**src/hw/mont_settings.svh**
```systemverilog
`ifndef MONT_SETTINGS_SVH
`define MONT_SETTINGS_SVH

// operand width W, must be even
// 1024 works as well, only the simulation gets longer
`define MONT_WIDTH 64

// accumulator holds up to 8m before the shift
// so W+4 bits leave one spare bit for the sign of the final compare
`define MONT_ACC_WIDTH (`MONT_WIDTH + 4)

// one radix-4 digit of a per iteration
`define MONT_DIGITS (`MONT_WIDTH / 2)

`endif

```
**src/hw/mont_pkg.sv**
```systemverilog
`include "mont_settings.svh"

package mont_pkg;

    // plain W-bit operand (a, b, m and the result)
    typedef logic [`MONT_WIDTH-1:0] operand_t;

    // running sum C of the montgomery loop
    typedef logic [`MONT_ACC_WIDTH-1:0] acc_t;

    // sequencer states, two cycles per digit
    typedef enum logic [2:0] {
        ST_IDLE,     // waiting for start
        ST_LOAD,     // capture operands, form multiples
        ST_ADD_B,    // C += digit(a) * b
        ST_REDUCE,   // C = (C + q*m) / 4
        ST_SUBTRACT, // final compare against m
        ST_DONE      // done pulse
    } mont_state_e;

    // which precomputed multiple goes into the adder
    typedef enum logic [1:0] {
        SEL_ZERO,
        SEL_X1,
        SEL_X2,
        SEL_X3
    } mult_sel_e;

    // datapath opcode from the sequencer
    typedef enum logic [1:0] {
        OP_HOLD,  // accumulator keeps its value
        OP_LOAD,  // take multiples, clear acc
        OP_ADD_B, // add selected b multiple
        OP_ADD_M  // add selected m multiple, shift by two
    } exec_op_e;

    // the three inputs of one multiplication
    typedef struct packed {
        operand_t a;
        operand_t b;
        operand_t m;
    } operands_t;

    // command word decode -> execute
    typedef struct packed {
        exec_op_e  op;
        mult_sel_e sel;
    } exec_cmd_t;

endpackage

```
**src/hw/mont_decode.sv**
```systemverilog
`include "mont_settings.svh"

module mont_decode import mont_pkg::*; (
    input  logic       clk,
    input  logic       resetn,
    input  logic       start,
    input  operands_t  operands,
    input  logic [1:0] acc_low,  // two low bits of C after the b add
    output exec_cmd_t  exec_cmd,
    output logic       finish
);

    // counter wide enough for W/2 digits, also for tiny W
    localparam int CNT_W = $clog2(`MONT_DIGITS + 1);
    localparam logic [CNT_W-1:0] LAST_DIGIT = CNT_W'(`MONT_DIGITS - 1);

    mont_state_e      state;
    mont_state_e      state_next;
    logic [CNT_W-1:0] digit_cnt;   // digits of a already consumed
    logic             last_digit;
    operand_t         a_shift;     // a, two bits gone per iteration
    logic [1:0]       m_low;       // m mod 4, fixed for the whole run
    mult_sel_e        q_sel;       // quotient digit for the reduce step

    assign last_digit = (digit_cnt == LAST_DIGIT);

    // sequencer
    // start edge -> LOAD -> W/2 x (ADD_B, REDUCE) -> SUBTRACT -> DONE
    always_comb begin
        state_next = state;
        case (state)
            ST_IDLE: begin
                if (start) begin  // start only looked at here
                    state_next = ST_LOAD;
                end
            end
            ST_LOAD:     state_next = ST_ADD_B;
            ST_ADD_B:    state_next = ST_REDUCE;
            ST_REDUCE:   state_next = last_digit ? ST_SUBTRACT : ST_ADD_B;
            ST_SUBTRACT: state_next = ST_DONE;
            ST_DONE:     state_next = ST_IDLE;
            default:     state_next = ST_IDLE;
        endcase
    end

    always_ff @(posedge clk) begin
        if (!resetn) begin
            state <= ST_IDLE;
        end else begin
            state <= state_next;
        end
    end

    // iteration counter, one step per finished reduce
    always_ff @(posedge clk) begin
        if (!resetn) begin
            digit_cnt <= '0;
        end else if (state == ST_LOAD) begin
            digit_cnt <= '0;
        end else if (state == ST_REDUCE) begin
            digit_cnt <= digit_cnt + 1'b1;
        end
    end

    // multiplier digits
    // low two bits of a_shift always hold the current digit
    always_ff @(posedge clk) begin
        if (state == ST_LOAD) begin
            a_shift <= operands.a;
            m_low   <= operands.m[1:0];
        end else if (state == ST_REDUCE) begin
            a_shift <= a_shift >> 2;  // next digit moves down
        end
    end

    // quotient digit
    // need acc + q*m = 0 mod 4, and m is its own inverse mod 4
    //   m = 1 mod 4 -> q = -acc
    //   m = 3 mod 4 -> q = acc
    always_comb begin
        case (m_low)
            2'b01:   q_sel = mult_sel_e'(-acc_low);
            2'b11:   q_sel = mult_sel_e'(acc_low);
            default: q_sel = SEL_ZERO;  // even m, outside the valid range
        endcase
    end

    // command word, decoded straight from the state
    always_comb begin
        exec_cmd = '{op: OP_HOLD, sel: SEL_ZERO};
        case (state)
            ST_LOAD: begin
                exec_cmd.op = OP_LOAD;
            end
            ST_ADD_B: begin
                exec_cmd.op  = OP_ADD_B;
                exec_cmd.sel = mult_sel_e'(a_shift[1:0]);  // digit of a picks b multiple
            end
            ST_REDUCE: begin
                exec_cmd.op  = OP_ADD_M;
                exec_cmd.sel = q_sel;
            end
            default: begin
                exec_cmd.op = OP_HOLD;
            end
        endcase
    end

    // acc is final during SUBTRACT, result stage takes it on this edge
    assign finish = (state == ST_SUBTRACT);

    // no encoding outside the six states, also not X after reset
    a_state_legal: assert property (
        @(posedge clk) disable iff (!resetn)
        state inside {ST_IDLE, ST_LOAD, ST_ADD_B, ST_REDUCE, ST_SUBTRACT, ST_DONE}
    ) else $error("mont_decode: illegal state %0d", state);

    // load and hold must not drive a stray multiple into the datapath
    a_sel_idle: assert property (
        @(posedge clk) disable iff (!resetn)
        (exec_cmd.op inside {OP_HOLD, OP_LOAD}) |-> (exec_cmd.sel == SEL_ZERO)
    ) else $error("mont_decode: sel %0d with op %0d", exec_cmd.sel, exec_cmd.op);

endmodule

```
**src/hw/mont_execute.sv**
```systemverilog
`include "mont_settings.svh"

module mont_execute import mont_pkg::*; (
    input  logic      clk,
    input  logic      resetn,
    input  operands_t operands,
    input  exec_cmd_t exec_cmd,
    output acc_t      acc
);

    // 3x of a W-bit value needs two extra bits
    localparam int MW = `MONT_WIDTH + 2;

    typedef logic [MW-1:0] mult_t;

    mult_t b_ext;  // operands widened to multiple width
    mult_t m_ext;
    mult_t b_x1;   // precomputed multiples of b
    mult_t b_x2;
    mult_t b_x3;
    mult_t m_x1;   // precomputed multiples of m
    mult_t m_x2;
    mult_t m_x3;
    mult_t b_pick; // multiple chosen by exec_cmd.sel
    mult_t m_pick;
    acc_t  sum_b;  // C + digit*b
    acc_t  sum_m;  // C + q*m, low bits zero when q is right

    // 0/1x/2x/3x selection, shared by the b and m sides
    function automatic mult_t pick_multiple(
        input mult_sel_e sel,
        input mult_t     x1,
        input mult_t     x2,
        input mult_t     x3
    );
        mult_t pick;
        case (sel)
            SEL_X1:  pick = x1;
            SEL_X2:  pick = x2;
            SEL_X3:  pick = x3;
            default: pick = '0;
        endcase
        return pick;
    endfunction

    assign b_ext = {2'b00, operands.b};
    assign m_ext = {2'b00, operands.m};

    // multiples formed once, in the load cycle
    always_ff @(posedge clk) begin
        if (exec_cmd.op == OP_LOAD) begin
            b_x1 <= b_ext;
            b_x2 <= b_ext << 1;
            b_x3 <= b_ext + (b_ext << 1);
            m_x1 <= m_ext;
            m_x2 <= m_ext << 1;
            m_x3 <= m_ext + (m_ext << 1);
        end
    end

    assign b_pick = pick_multiple(exec_cmd.sel, b_x1, b_x2, b_x3);
    assign m_pick = pick_multiple(exec_cmd.sel, m_x1, m_x2, m_x3);

    // single-cycle adders, C < 2m so the sums stay below 8m
    assign sum_b = acc + {2'b00, b_pick};
    assign sum_m = acc + {2'b00, m_pick};

    // accumulator
    always_ff @(posedge clk) begin
        if (!resetn) begin
            acc <= '0;
        end else begin
            case (exec_cmd.op)
                OP_LOAD:  acc <= '0;          // fresh run
                OP_ADD_B: acc <= sum_b;
                OP_ADD_M: acc <= sum_m >> 2;  // exact divide by 4
                default:  acc <= acc;         // hold
            endcase
        end
    end

    // decode picks q from acc_low and m mod 4
    // a wrong pick would drop set bits in the shift
    a_reduce_exact: assert property (
        @(posedge clk) disable iff (!resetn)
        (exec_cmd.op == OP_ADD_M) |-> (sum_m[1:0] == 2'b00)
    ) else $error("mont_execute: reduce sum low bits %b, q=%0d", sum_m[1:0], exec_cmd.sel);

endmodule

```
**src/hw/mont_result.sv**
```systemverilog
`include "mont_settings.svh"

module mont_result import mont_pkg::*; (
    input  logic      clk,
    input  logic      resetn,
    input  logic      finish,    // one cycle, acc final
    input  operands_t operands,
    input  acc_t      acc,
    output operand_t  result,
    output logic      done
);

    acc_t diff;   // acc - m, top bit is the sign
    logic acc_lt_m;

    // C < 2m at this point, so one subtraction is enough
    assign diff     = acc - {4'b0000, operands.m};
    assign acc_lt_m = diff[`MONT_ACC_WIDTH-1];  // borrow -> acc below m

    always_ff @(posedge clk) begin
        if (!resetn) begin
            result <= '0;
            done   <= 1'b0;
        end else begin
            done <= finish;  // high during ST_DONE
            if (finish) begin
                result <= acc_lt_m ? acc[`MONT_WIDTH-1:0] : diff[`MONT_WIDTH-1:0];
            end
            // result held otherwise, until the next finish
        end
    end

    // done is a strobe, never a level
    a_done_pulse: assert property (
        @(posedge clk) disable iff (!resetn)
        done |=> !done
    ) else $error("mont_result: done high two cycles");

    // loop bound C < 2m plus the subtract must give a reduced value
    a_result_reduced: assert property (
        @(posedge clk) disable iff (!resetn)
        finish |=> (result < $past(operands.m))
    ) else $error("mont_result: result %h not below m", result);

endmodule

```
**src/hw/montgomery_top.sv**
```systemverilog
// radix-4 montgomery multiplier, result = a*b*2^-W mod m
// m odd, a and b below m, operands held stable for the whole run
// counting the start edge as the first, done rises on edge W+3
module montgomery_top import mont_pkg::*; (
    input  logic      clk,
    input  logic      resetn,
    input  logic      start,     // one cycle, ignored while busy
    input  operands_t operands,
    output operand_t  result,
    output logic      done       // one cycle pulse
);

    exec_cmd_t  exec_cmd;  // decode -> execute
    acc_t       acc;       // execute -> result
    logic [1:0] acc_low;   // execute -> decode, for the quotient digit
    logic       finish;    // decode -> result

    assign acc_low = acc[1:0];

    mont_decode u_decode (
        .clk      (clk),
        .resetn   (resetn),
        .start    (start),
        .operands (operands),
        .acc_low  (acc_low),
        .exec_cmd (exec_cmd),
        .finish   (finish)
    );

    mont_execute u_execute (
        .clk      (clk),
        .resetn   (resetn),
        .operands (operands),
        .exec_cmd (exec_cmd),
        .acc      (acc)
    );

    mont_result u_result (
        .clk      (clk),
        .resetn   (resetn),
        .finish   (finish),
        .operands (operands),  // only m is used there
        .acc      (acc),
        .result   (result),
        .done     (done)
    );

endmodule

```
**config.mk**
```make
export PLATFORM = sky130hd
export DESIGN_NAME = montgomery_top
export DESIGN_NICKNAME = d
export VERILOG_FILES = /design/src/hw/mont_pkg.sv /design/src/hw/mont_decode.sv /design/src/hw/mont_execute.sv /design/src/hw/mont_result.sv /design/src/hw/montgomery_top.sv
export VERILOG_INCLUDE_DIRS = /design/src /design/src/hw
export SDC_FILE = /design/constraint.sdc
export NUM_CORES = 2
export LEC_CHECK = 0
export ABC_AREA = 0
export BUFFER_PORTS_ARGS = -buffer_cell sky130_fd_sc_hd__clkbuf_2
export CAP_MARGIN = 15
export CORE_UTILIZATION = 63
export CTS_CLUSTER_DIAMETER = 50
export DETAILED_ROUTE_END_ITERATION = 7
export HOLD_SLACK_MARGIN = 0.03
export PLACE_DENSITY = 0.8
export SLEW_MARGIN = 20
export SYNTH_ARGS = -nofsm -noshare
export SYNTH_HDL_FRONTEND = slang
export SYNTH_SLANG_ARGS = --single-unit
```
**constraint.sdc**
```tcl
create_clock -name clk -period 16.3 [get_ports clk]
set_clock_uncertainty 0.05 [all_clocks]
set_input_delay 3.26 -clock clk [delete_from_list [all_inputs] [get_ports clk]]
set_output_delay 3.26 -clock clk [all_outputs]
set_load 0.005 [all_outputs]
```
# Yosys cells after proc, flatten, opt, wreduce, memory -nomap -nowiden
# Index checks and enable logic that the tools add are counted.
# word_totals
register_bits	468
latch_bits	0
ramBits	0
romBits	0
output_inout_bits	65
word_cells	49
n_memories	0
# classes
addsub	7
multipliers	0
n_div	0
order_cmp	0
eq_ne	14
n_shift	0
n_mux	12
bitwise	1
reduce_logical	4
# ops
operator	count
$pmux W66 S3	2
$pmux W68 S3	1
$mux W64	3
$add A68 B66 Y68	2
$add A64 B65 Y66	2
$sub A68 B64 Y68	1
$pmux W3 S5	1
$eq A2 B2 Y1 const B	5
$pmux W2 S2	2
$add A6 B1 Y6 const B	1
$eq A2 B1 Y1 const B	3
$eq A3 B2 Y1 const B	2
$eq A6 B5 Y1 const B	1
$mux W3	2
$pmux W2 S3	1
$eq A3 B1 Y1 const B	1
$eq A3 B3 Y1 const B	1
$logic_not A3 Y1	1
$reduce_bool A3 Y1	1
$ne A2 B2 Y1 const B	1
$neg A2 Y2	1
$reduce_bool A2 Y1	1
$reduce_or A2 Y1	1
$not A1 Y1	1

# Depth between registers and ports, before layout
# depth
word_depth	7
mapped_depth	25

# Cells and area by module
# From an unflattened synthesis, not the netlist that was laid out.
# unflattened
hier_cells	4145
hier_area_um2	38202.9
# modules_own_cells
module	instances	cells_each	area_per_inst_um2	seq_area_each_um2
mont_execute	1	3031	27926.8	9108.7
mont_result	1	914	6831.6	1301.2
mont_decode	1	200	3444.6	2162.1

# Worst setup path before layout
# OpenSTA, ideal clock, no wires.
# synth_timing
path_kind	register to register
startpoint	register u_decode.state[1]
endpoint	register u_execute.b_x1[10] (enable)
setup_ns	0.883
arrival_ns	11.386
path_slack_ns	3.982
stages_incl_launch_ff	4
n_path_buf	2
cell_sequence	dfxtp_1 clkbuf_1 clkbuf_1 nor2_1
# synth_between
elab_chain_len	3
# synth_lines
element	line_no	rtl
from (decl)	mont_decode.sv:17	mont_state_e state;
from (signal assigned)	mont_decode.sv:50	state <= state_next;
$eq A3 B2 Y1 or $eq A3 B1 Y1 (tied branches)	mont_decode.sv:91	case (state)
$pmux W2 S3 *	mont_decode.sv:91	
$eq A2 B1 Y1 *	mont_execute.sv:51	if (exec_cmd.op == OP_LOAD) begin
to (signal assigned)	mont_execute.sv:52	b_x1 <= b_ext;
to (decl)	mont_execute.sv:18	mult_t b_x1;
# Every way passes the cells marked *; elsewhere a longest branch is shown, timed or not.
# A chain may end at the register's enable or synchronous reset.

# Final worst setup path
# layout_timing
startpoint	register u_decode.state[2]
endpoint	register u_execute.acc[56]
# layout_between
elab_chain_len	6
# layout_lines
element	line_no	rtl
$eq A3 B2 Y1	mont_decode.sv:91	
$pmux W2 S2	mont_decode.sv:91	
$eq A2 B2 Y1 or $eq A2 B1 Y1 (tied branches)	mont_execute.sv:37	case (sel)
$pmux W66 S3	mont_execute.sv:37	
$add A68 B66 Y68 (on tied branches)	mont_execute.sv:66, mont_execute.sv:65	
$pmux W68 S3	mont_execute.sv:73	case (exec_cmd.op)
to (signal assigned)	mont_execute.sv:75	OP_ADD_B: acc <= sum_b;
to (signal assigned)	mont_execute.sv:76	OP_ADD_M: acc <= sum_m >> 2;
to (decl)	mont_execute.sv:8	output acc_t acc
# Parallel ways exist; a longest one is shown, timed or not.

==> key figures <==
Layout
  • Synth-to-Final Area Change: 9.16%
  • End-of-flow core utilization: ~70%
  • Non-Filler Instances: 5244
  • Layout cells sized above 1: between 10% and 20%
  • Most frequent cells in the layout: a21oi_1, nand2_1, o21ai_0, ha_1, edfxtp_1
  • Fin nets: 4947
  • Commonest non-fill, non-tap cell in the layout: a21oi_1

Place
  • Port bufs: 259
  • DP HPWL: 80400 um
  • GP Congestion: ~1
  • Placed cells: 5138

Detailed routing
  • First-pass DRT Iterations: 8
  • Via density: 6.41
  • DRC Markers: 0
  • Antenna Nets Post-Route: 0
  • Via count: 33600
  • Detailed Route WL: 105000 um
  • Routed len/inst: just over 20 um
  • Iteration-0 DRC Markers: 3086

GRT
  • Total global-route track usage: 34.2%
  • Largest net degree at the start of global routing: between 100 and 150
  • First-pass GRT wire length: about 170000 um
  • Vias in the first global route: 30800
  • Antenna violations before repair: 3
  • GRT overflow: 0

Floorplan
  • Die Area: 60600 um^2
  • Die H: 246 um
  • I/O pin count: 260
  • Core area: 58900 um^2
  • Die width: 246 um
  • Site Rows: 89
  • Initial Util: 63.8%

Clock tree
  • H-Tree Depth: 2
  • Post-CTS Hold Fix Bufs: 0
  • CTS tree: yes
  • Cts repair resizes: 0
  • Num CTS Buffers: 54
  • Root buffer cell: clkbuf_16
  • Post-CTS setup buffers: 0
  • Clk sinks: 466
  • Clock Tree Buf Depth: 3
  • CTS clock-pin slew for the worst setup and hold paths: 0.07 ns
  • Clk Latency, worst-skew pair: about 0.64 ns

Yosys
  • Synthesized area per cell: 8.70 um^2
  • Synth Warn #: 0
  • Post-Syn Area: roughly 38000 um^2
  • Synth top area cells: edfxtp_1, ha_1, dfxtp_1, a21oi_1, o21ai_0
  • #FFs+latches synth: 466
  • Syn_nets: 4844
  • Asr flop ratio synth: 0%
  • Yosys cell types: 84
  • Top cell type's share of synthesized area: 25.9%
  • Sequential share of the synthesized area: 33.5%
  • Post-synth EDFFs: 324
  • Main flop type after synthesis: edfxtp_1
  • Area leader, netlist: edfxtp_1
  • Synth Instances: 4319

Flow run
  • Max cap viols: 0

Timing
  • Worst-Margin Slew: 1.08 ns
  • Relative slew slack: 28.0%
  • RSZ-0062 raised after global routing: false
  • Setup TNS: 0 ns
  • Fmax: between 100 and 150 MHz
  • Hold Fails Final Rpt: 0
  • Max Slew Vio Count: 0
  • Period utilization: between 40% and 50%
  • Final setup violation count: 0
  • Minimum clock period: 7.89 ns

Worst setup path
  • Data arrival, critical path: 8.38 ns
  • CP Data Required Time: 16.79 ns
  • CP Capture Type: register
  • Worst-path cell chain: nand2b_1, inv_2, buf_4, and2_2, buf_4, a32oi_4, buf_4, mux2i_1, o21ai_0, ha_1, a21oi_1, o21ai_0, nor2b_1, a21oi_1, inv_1, o41ai_1, o31ai_1, a211o_1, xnor2_1, nand2_1, a31oi_1
  • CP max stage cell: o41ai_1
  • Max FO, Critical Path: 67
  • Crit Path Class: reg -> reg
  • CP Launch Type: register
  • CP most frequent cell: buf_4
  • CP max stage delay: 0.92 ns

Run status
  • Status: complete, no violations

Worst hold path
  • Hold/Removal Path Class: reg -> reg

Pwr
  • PwrDens: between 80 and 90 nW/um^2
  • P_leak: 18.2 nW
  • Peak supply drop: 0.0000817 V
  • Total power: 0.00335 W
-- path summary, 6_finish.rpt --
check	startpoint	endpoint	slack, ns	depth (start not counted)
max	u_decode.state[2]	u_execute.acc[56]	8.41	21
max reg2reg	u_decode.state[2]	u_execute.acc[56]	8.41	21
min	u_result.result[0]	u_result.result[0]	0.44	2
min reg2reg	u_result.result[0]	u_result.result[0]	0.44	2
-- power by group --
| group | total [W] | internal, W | leakage (nW) | switching [W] |
|---|---|---|---|---|
| Combinational | 0.000724 | 0.000276 | 13.1 | 0.000448 |
| Clock | 0.00122 | 0.000692 | 0.891 | 0.000530 |
| Sequential | 0.00140 | 0.00136 | 4.16 | 0.0000386 |
-- cells in the mapped netlist (all sizes together) (15+ instances only) --
cell type,n
nor2b,40
o22ai,18
or2,17
a22oi,16
and2,24
o21ai,383
a21o,186
a211oi,29
buf,26
nand3,72
xor2,123
edfxtp,324
xnor2,171
o21bai,56
nand2,419
a31oi,42
o31ai,25
and3,32
nand2b,30
and4,16
clkbuf,207
inv,166
o211ai,38
mux2i,143
a21oi,481
nor3,58
o21a,35
dfxtp,142
a221oi,18
nand4,92
nor2,281
mux2,63
nor4,16
or3,17
ha,326
a222oi,29
a211o,15
-- sequential cells by signal, summed over array words and instances (netlist names) --
signal              flops
u_execute.acc          68
u_execute.b_x3         66
u_execute.m_x3         66
u_decode.a_shift       64
u_result.result        64
u_execute.b_x1         63
u_execute.m_x1         63
u_decode.digit_cnt      6
u_decode.state          3
u_decode.m_low          2
u_result.done           1
-- logic make-up (layout without fill, tap and decap cells) --
group           Yosys count  in the layout  synth area share (%)
compound gates         1485           1485                  24.7
xor+xnor                294            294                  6.86
fa+ha+maj               330            330                  11.1
buf+inv                 399            548                  4.08
flops                   466            466                  33.5
mux                     206            206                  5.70
other cells               0              3                     0
simple gates           1139           1139                  14.1
-- critical path, delay by kind of cell (launching register included) --
kind	cells	cell delay, ns
compound gates	9	3.53
buf+inv	5	1.61
simple gates	4	1.11
flops	1	0.60
fa+ha+maj	1	0.40
xor+xnor	1	0.21
mux	1	0.18
-- through the flow --
step	worst slack (ns)	hold WS, ns	area [um^2]
final	8.41	0.435	41000
after global routing	7.88	0.467	41000
after CTS	8.57	0.430	41000
after detailed placement	8.61	0.423	39100
after global placement	8.68	0.415	39100
after floorplan	3.98	0.398	37600
-- metal layers --
layer  GRT usage [%]  share of wire (%)
met2            51.1                 42
met1            51.2                 46
met5               0                  0
met4            9.72                2.8
met3            4.69                9.1
-- final cells by class --
type / instances / area (um^2)
Multi-Input combinational cell: 3454 / 23500
Clock buffer: 72 / 1490
Tap cell: 773 / 967
Inverter: 166 / 623
Antenna cell: 3 / 7.51
Sequential cell: 466 / 12600
Timing Repair Buffer: 280 / 1470
Clock inverter: 30 / 342
Fill cell: 4788 / 17900
(Power assumes the default switching activity.)
